$ cat src/rtl/fetch_pkg.sv
package fetch_pkg;

   // word width shared by instructions, addresses and debug words
   localparam int DATA_W = 32;

   // sll $0,$0,0
   localparam logic [DATA_W-1:0] NOP_INSTR = '0;

   // host command opcodes, top nibble of a command word
   typedef enum logic [3:0] {
      DBG_NONE        = 4'h0,  // ignored
      DBG_SET_ADDR    = 4'h1,  // load write pointer
      DBG_WRITE       = 4'h2,  // next word is data
      DBG_READ_PC     = 4'h3,  // return pc
      DBG_READ_LAT_LO = 4'h4,  // return latched pc+4
      DBG_READ_LAT_HI = 4'h5   // return latched instr
   } dbg_op_e;

   // command view of a host word
   typedef struct packed {
      dbg_op_e     op;     // [31:28]
      logic [27:0] waddr;  // word address, only low bits used
   } dbg_cmd_t;

   // one host word, decoded as a command or taken as raw data
   // depending on the debug port state
   typedef union packed {
      dbg_cmd_t          cmd;
      logic [DATA_W-1:0] raw;
   } dbg_word_u;

   // IF/ID latch contents
   typedef struct packed {
      logic [DATA_W-1:0] pc_plus4;  // upper half
      logic [DATA_W-1:0] instr;     // lower half
   } if_id_t;

endpackage

$ cat src/rtl/fetch_debug_port.sv
`timescale 1ns/1ps

module fetch_debug_port #(
   parameter int ADDR_W = 6  // word address bits
) (
   input  logic                         i_clk,
   input  logic                         i_rst,
   input  logic                         i_cs,         // host owns the memory port
   input  logic                         i_dbg_valid,
   input  fetch_pkg::dbg_word_u         i_dbg_word,
   input  logic [fetch_pkg::DATA_W-1:0] i_pc,
   input  fetch_pkg::if_id_t            i_latch,
   output logic [ADDR_W-1:0]            o_mem_addr,
   output logic                         o_mem_we,
   output logic [fetch_pkg::DATA_W-1:0] o_mem_wdata,
   output logic [fetch_pkg::DATA_W-1:0] o_dbg_word,   // readback value
   output logic                         o_dbg_valid   // one cycle pulse
);
   import fetch_pkg::*;

   typedef enum logic {
      ST_CMD,   // words decode as commands
      ST_DATA   // next word is a program word
   } state_e;

   state_e            state_q;
   logic [ADDR_W-1:0] wr_ptr_q;
   logic              take_cmd;
   logic              take_data;
   logic              is_read;
   logic [DATA_W-1:0] rd_sel;
   logic [DATA_W-1:0] rsp_q;
   logic              rsp_vld_q;

   assign take_cmd  = i_dbg_valid && (state_q == ST_CMD);
   assign take_data = i_dbg_valid && (state_q == ST_DATA);

   // readback select, only the command view matters here
   always_comb begin
      is_read = 1'b1;
      rd_sel  = i_pc;
      case (i_dbg_word.cmd.op)
         DBG_READ_PC:     rd_sel = i_pc;
         DBG_READ_LAT_LO: rd_sel = i_latch.pc_plus4;
         DBG_READ_LAT_HI: rd_sel = i_latch.instr;
         default:         is_read = 1'b0;
      endcase
   end

   // command / data fsm and write pointer
   always_ff @(posedge i_clk) begin
      if (i_rst) begin
         state_q  <= ST_CMD;
         wr_ptr_q <= '0;
      end else if (take_cmd) begin
         case (i_dbg_word.cmd.op)
            DBG_SET_ADDR: wr_ptr_q <= i_dbg_word.cmd.waddr[ADDR_W-1:0];
            DBG_WRITE:    state_q  <= ST_DATA;
            default:      state_q  <= ST_CMD;  // reads and unknown ops
         endcase
      end else if (take_data) begin
         state_q <= ST_CMD;  // one data word per WRITE
         if (i_cs) begin
            wr_ptr_q <= wr_ptr_q + 1'b1;  // wraps at the top of memory
         end
      end
   end

   // response strobe
   always_ff @(posedge i_clk) begin
      if (i_rst) begin
         rsp_vld_q <= 1'b0;
      end else begin
         rsp_vld_q <= take_cmd && is_read;
      end
   end

   // response payload, sampled on the command edge
   always_ff @(posedge i_clk) begin
      if (take_cmd && is_read) begin
         rsp_q <= rd_sel;
      end
   end

   // data view of the same word goes straight to memory
   assign o_mem_addr  = wr_ptr_q;
   assign o_mem_we    = take_data && i_cs;
   assign o_mem_wdata = i_dbg_word.raw;

   assign o_dbg_word  = rsp_q;
   assign o_dbg_valid = rsp_vld_q;

endmodule

$ cat src/rtl/fetch_pc_unit.sv
`timescale 1ns/1ps

module fetch_pc_unit (
   input  logic                         i_clk,
   input  logic                         i_rst,
   input  logic                         i_run,       // freeze when low
   input  logic                         i_pc_we,
   input  logic                         i_beq,
   input  logic                         i_jmp,
   input  logic                         i_if_id_we,
   input  logic [fetch_pkg::DATA_W-1:0] i_brq_addr,
   input  logic [fetch_pkg::DATA_W-1:0] i_jmp_addr,
   output logic [fetch_pkg::DATA_W-1:0] o_pc,
   output logic [fetch_pkg::DATA_W-1:0] o_pc_plus4  // IF/ID pc+4 field
);
   import fetch_pkg::*;

   logic [DATA_W-1:0] pc_q;
   logic [DATA_W-1:0] pc_plus4_q;
   logic [DATA_W-1:0] pc_inc;   // one adder for both registers
   logic [DATA_W-1:0] pc_next;

   assign pc_inc = pc_q + DATA_W'(4);

   // next pc select, branch and jump together means hold
   always_comb begin
      case ({i_pc_we, i_beq, i_jmp})
         3'b100:  pc_next = pc_inc;
         3'b110:  pc_next = i_brq_addr;
         3'b101:  pc_next = i_jmp_addr;
         default: pc_next = pc_q;
      endcase
   end

   // program counter
   always_ff @(posedge i_clk) begin
      if (i_rst) begin
         pc_q <= '0;
      end else if (i_run) begin
         pc_q <= pc_next;
      end
   end

   // pc+4 half of the IF/ID latch
   always_ff @(posedge i_clk) begin
      if (i_rst) begin
         pc_plus4_q <= '0;
      end else if (i_run && i_if_id_we) begin
         pc_plus4_q <= pc_inc;  // pairs with the instr read this edge
      end
   end

   assign o_pc       = pc_q;
   assign o_pc_plus4 = pc_plus4_q;

endmodule

$ cat src/rtl/fetch_stage.sv
`timescale 1ns/1ps

module fetch_stage #(
   parameter int ADDR_W = 6  // instruction memory word address bits
) (
   input  logic                         i_clk,
   input  logic                         i_rst,
   input  logic                         i_run,       // debug enable, low freezes the stage
   input  logic                         i_pc_we,
   input  logic                         i_beq,
   input  logic                         i_jmp,
   input  logic                         i_if_id_we,
   input  logic                         i_flush,
   input  logic [fetch_pkg::DATA_W-1:0] i_brq_addr,
   input  logic [fetch_pkg::DATA_W-1:0] i_jmp_addr,
   input  logic                         i_dbg_cs,    // host owns memory address
   input  logic                         i_dbg_valid,
   input  fetch_pkg::dbg_word_u         i_dbg_word,
   output fetch_pkg::if_id_t            o_if_id,
   output logic [fetch_pkg::DATA_W-1:0] o_dbg_word,
   output logic                         o_dbg_valid
);
   import fetch_pkg::*;

   logic [DATA_W-1:0] pc;
   logic [DATA_W-1:0] pc_plus4;
   logic [DATA_W-1:0] instr;
   logic [DATA_W-1:0] mem_wdata;
   logic [ADDR_W-1:0] dbg_addr;
   logic [ADDR_W-1:0] mem_addr;
   logic              mem_we;
   logic              rd_en;
   if_id_t            latch;

   // debug pointer while selected, else pc word index
   assign mem_addr = i_dbg_cs ? dbg_addr : pc[ADDR_W+1:2];
   assign rd_en    = i_run && i_if_id_we;  // same qualifier as pc+4 reg

   assign latch.pc_plus4 = pc_plus4;
   assign latch.instr    = instr;
   assign o_if_id        = latch;

   fetch_pc_unit u_pc (
      .i_clk      (i_clk),
      .i_rst      (i_rst),
      .i_run      (i_run),
      .i_pc_we    (i_pc_we),
      .i_beq      (i_beq),
      .i_jmp      (i_jmp),
      .i_if_id_we (i_if_id_we),
      .i_brq_addr (i_brq_addr),
      .i_jmp_addr (i_jmp_addr),
      .o_pc       (pc),
      .o_pc_plus4 (pc_plus4)
   );

   instr_mem #(.ADDR_W(ADDR_W)) u_imem (
      .i_clk   (i_clk),
      .i_rst   (i_rst),
      .i_addr  (mem_addr),
      .i_we    (mem_we),     // already qualified by cs in the debug port
      .i_wdata (mem_wdata),
      .i_rd_en (rd_en),
      .i_flush (i_flush),
      .o_instr (instr)
   );

   fetch_debug_port #(.ADDR_W(ADDR_W)) u_dbg (
      .i_clk       (i_clk),
      .i_rst       (i_rst),
      .i_cs        (i_dbg_cs),
      .i_dbg_valid (i_dbg_valid),
      .i_dbg_word  (i_dbg_word),
      .i_pc        (pc),
      .i_latch     (latch),
      .o_mem_addr  (dbg_addr),
      .o_mem_we    (mem_we),
      .o_mem_wdata (mem_wdata),
      .o_dbg_word  (o_dbg_word),
      .o_dbg_valid (o_dbg_valid)
   );

endmodule

$ cat src/rtl/instr_mem.sv
`timescale 1ns/1ps

module instr_mem #(
   parameter int ADDR_W = 6  // word address bits
) (
   input  logic                         i_clk,
   input  logic                         i_rst,
   input  logic [ADDR_W-1:0]            i_addr,
   input  logic                         i_we,     // debug write
   input  logic [fetch_pkg::DATA_W-1:0] i_wdata,
   input  logic                         i_rd_en,  // latch enable for output reg
   input  logic                         i_flush,  // load nop instead of mem word
   output logic [fetch_pkg::DATA_W-1:0] o_instr
);
   import fetch_pkg::*;

   localparam int DEPTH = 1 << ADDR_W;

   logic [DATA_W-1:0] mem [0:DEPTH-1];
   logic [DATA_W-1:0] instr_q;  // IF/ID instr field

   // write port, lands on the presenting edge
   always_ff @(posedge i_clk) begin
      if (i_we) begin
         mem[i_addr] <= i_wdata;
      end
   end

   // registered read
   // a read on a write edge returns the old word
   always_ff @(posedge i_clk) begin
      if (i_rst) begin
         instr_q <= '0;
      end else if (i_rd_en) begin
         if (i_flush) begin
            instr_q <= NOP_INSTR;  // bubble
         end else begin
            instr_q <= mem[i_addr];
         end
      end
   end

   assign o_instr = instr_q;

endmodule

$ cat config.mk
export PLATFORM = sky130hd
export DESIGN_NAME = fetch_stage
export DESIGN_NICKNAME = d
export VERILOG_FILES = /design/src/rtl/fetch_pkg.sv /design/src/rtl/fetch_debug_port.sv /design/src/rtl/fetch_pc_unit.sv /design/src/rtl/fetch_stage.sv /design/src/rtl/instr_mem.sv
export SDC_FILE = /design/constraint.sdc
export NUM_CORES = 2
export LEC_CHECK = 0
export ABC_AREA = 1
export BUFFER_PORTS_ARGS = -buffer_cell sky130_fd_sc_hd__buf_2
export CORE_MARGIN = 8
export CORE_UTILIZATION = 38
export CTS_BUF_LIST = sky130_fd_sc_hd__clkbuf_16
export CTS_CLUSTER_DIAMETER = 100
export DETAILED_ROUTE_END_ITERATION = 6
export GPL_TIMING_DRIVEN = 0
export PLACE_DENSITY = 0.52
export SLEW_MARGIN = 20
export SYNTH_ARGS = -nofsm -noshare
export SYNTH_HDL_FRONTEND = slang
export SYNTH_HIERARCHICAL = 1
export SYNTH_SLANG_ARGS = --single-unit
$ cat constraint.sdc
create_clock -name i_clk -period 4.55 [get_ports i_clk]
set_input_delay 0.91 -clock i_clk [delete_from_list [all_inputs] [get_ports i_clk]]
set_output_delay 0.91 -clock i_clk [all_outputs]
set_load 0.02 [all_outputs]
==> reports/metrics.cfg <==
[pwr]
powerDensity_mw_per_mm2=403.9
peakVddDrop_v=0.0004271
combPwrFrac=0.079
power.switching_mw=10.78
power.share.sequential=0.507
p_int_mw=32.90
pwr-share-clk=0.415
p_leak_nw=44.94
swShare=0.2468

[sta]
worst_pin_slew_ns=1.224
rsz0062_at_grt=no
period_share=1.002
fin_skew_ns=0.05049
fmax_mhz=219.4
hold_viol_final=0
relSlewSlack=0.1807
slew_violations=0
finalSetupViolations=15
fin_crit_ns=4.558
fin_ws_ns=-0.008470
whs_ns=0.3087

[worst_setup_path]
cp-end-kind=flop
r2r_cells=8
rr_endpoint=u_imem/mem[49][17]$_DFFE_PP_
critical_path_class=reg2reg
r2r_slack_ns=-0.008
arrival_ns=5.12
r2r-start=u_pc/o_pc[7]$_SDFFE_PP0P_
worstSetupStartpointType=flop
cp_max_fo=22
crit_required_ns=5.11

[logic_synthesis]
avgSynthCellArea_um2=9.894
synth-compound-area-share=0.01045
yosys.area_share.simple=0.2626
synthesis.instances=9436
synthAdderAreaFrac=0.0002680
yosys-mux-area-fraction=0
synth_cell_types=41
synth_seq_area_share=0.6914
synth_warnings=6
synthXorXnorAreaFrac=0.001568
syn_area_mm2=0.09336
syn_nets=9544
synth_top_family_by_area=simple AND/OR/NAND/NOR gates
synth_seq_cells=2184

[floorplanning]
ios=203
rows=182
die_x_um=511.7
dieArea_mm2=0.2618
initial_core_util=0.3810
die_h_um=511.7
coreArea_mm2=0.2450

[drt]
wl_per_cell_um=25.29
first_pass_iters=7
final_antenna_net_count=0
drc=4
dr_total_vias=68090
vias_per_cell=5.097
drt_iter0_markers=7000
postRouteWirelength_um=337800

[cells_and_area]
nFillCells=23390
mostFrequentLayoutCells=nand2_1, edfxtp_1, buf_2
layout-drive-gt1-share=0.1049
fin_area_mm2=0.1082
nets=10040
areaGrowthSynthToFinish_pct=15.86
layout_commonest_cell=nand2_1

[job]
maxCapViolCount=0

[global_route]
grt_pass1_wl_um=471500
grt_use_total=0.2490
grt_start_max_net_pins=65
grtUsageMet2=0.4016
grt_overflow=0
antenna_found_initial=24
gr-usage-met1=0.3246
grt_use_met3=0.05263
grt_pass1_vias=64010
grt-busiest-layer=met2

[clocking]
tritoncts=done
root_buffer=clkbuf_16
post_cts_buffers=0
postCtsHoldBufs=0
cts_inserted_buffers=229
ctsLongestPathBuffers=3
cts-resized-gates=0
cts.clk_slew.worst_paths_ns=0.06
clock_latency_ns=0.89
cts_sinks=2184
htreeDepth=4

[min_path]
min_to=u_pc/o_pc[1]$_SDFFE_PP0P_
hold_depth=3
hold_path_startpoint=i_jmp_addr[1]
hold_class=in2reg

[place]
port_buffers=180
place_congestion=1.002
hpwl_um=234400
placed_area_mm2=0.1008

[outcome]
status=finished with violations
violations=DRC, setup timing

==> how the worst max path moves through the flow <==
stage	from	endpoint	slack, ns	cells past startpoint
6_report	u_pc/o_pc[7]$_SDFFE_PP0P_	u_imem/mem[49][17]$_DFFE_PP_	-0.008	8
5_1_grt	u_pc/o_pc[7]$_SDFFE_PP0P_	u_imem/mem[49][17]$_DFFE_PP_	0.02	8
4_1_cts	u_pc/o_pc[7]$_SDFFE_PP0P_	u_imem/mem[49][17]$_DFFE_PP_	0.17	8
3_5_place_dp	i_dbg_cs	u_imem/mem[49][15]$_DFFE_PP_	-0.50	10
3_3_place_gp	i_dbg_cs	u_imem/mem[25][25]$_DFFE_PP_	-2.87	9
2_1_floorplan	i_dbg_cs	u_imem/mem[16][0]$_DFFE_PP_	0.72	8
==> layer usage <==
| metal | share of wire | routed length, µm |
|---|---|---|
| met1 | 0.41 | 138700 |
| met2 | 0.46 | 154300 |
| met3 | 0.081 | 27430 |
| met4 | 0.052 | 17440 |
| met5 | 0 | 0 |
==> worst max-delay path, cell delays in order (launching register included) <==
cell,delay [ns]
dfxtp_1,0.51
nand2_1,0.11
nand2_1,0.38
nand2_1,0.15
nor2_1,0.66
clkbuf_1,0.72
inv_1,0.58
nor2_4,0.80
buf_12,0.28
==> Yosys cell counts (all sizes together) <==
library cell	number	area [µm²]
nand2	6112	22980
nand3	63	327.8
and2	3	18.77
a21o	2	15.01
buf	404	2417
a21oi	90	461.7
nand4	2	12.51
xor2	11	111.4
or2	5	31.28
a41oi	5	43.79
nand3b	6	45.04
clkbuf	97	365.4
edfxtp	2080	62460
o21ai	78	390.4
ha	2	25.02
dfxtp	104	2082
and3	1	6.260
o211ai	7	52.55
a31oi	2	12.51
nor2	256	1062
xnor2	4	35.03
nor3	5	30.03
inv	97	366.6
==> area by class of cell <==
type,count,area [µm²],area share
antenna,14,35.03,0.0003239
buffer,501,2811,0.02599
clock buffer,230,5756,0.05321
clock inverter,189,1484,0.01372
inverter,97,366.6,0.003389
multi-input combinational,6654,26170,0.2420
sequential,2184,64540,0.5967
tap,3220,4029,0.03725
timing repair buffer,269,2965,0.02742
==> cell families after synthesis <==
logic type / count (synthesis)
buf+inv: 598
flops: 2184
xor+xnor: 15
compound gates: 184
simple gates: 6453
fa+ha+maj: 2
==> power by group through the flow <==
stage	Combinational [mW]	Sequential (mW)	Clock (mW)
2_1_floorplan	1.68	22.5	0
3_3_place_gp	3.32	22.6	0
3_5_place_dp	3.37	22.6	0
4_1_cts	3.38	22.1	18.4
5_1_grt	3.66	22.1	19.2
6_report	3.44	22.1	18.1
==> through the flow <==
step | util | std cells | worst slack (ns) | power, mW | setup TNS (ns)
floorplan | - | 9436 | 0.7231 | 24.22 | 0
global placement | 0.4011 | 12840 | -2.867 | 25.87 | -4380.06
detailed placement | 0.4115 | 12920 | -0.4976 | 25.92 | -297.84
CTS | 0.4410 | 13340 | 0.1665 | 43.96 | 0
global route | 0.4413 | 13350 | 0.01597 | 44.95 | 0
finish | 0.4414 | 13360 | -0.008470 | 43.68 | -0.06870
==> state kept, by name, indices dropped and copies added, names as in the netlist <==
register,count
u_dbg/state_q,1
u_imem/mem,2048
u_dbg/o_dbg_valid,1
u_dbg/o_dbg_word,32
u_pc/o_pc,32
u_dbg/o_mem_addr,6
u_imem/o_instr,32
u_pc/o_pc_plus4,32
(Power assumes the default switching activity.)
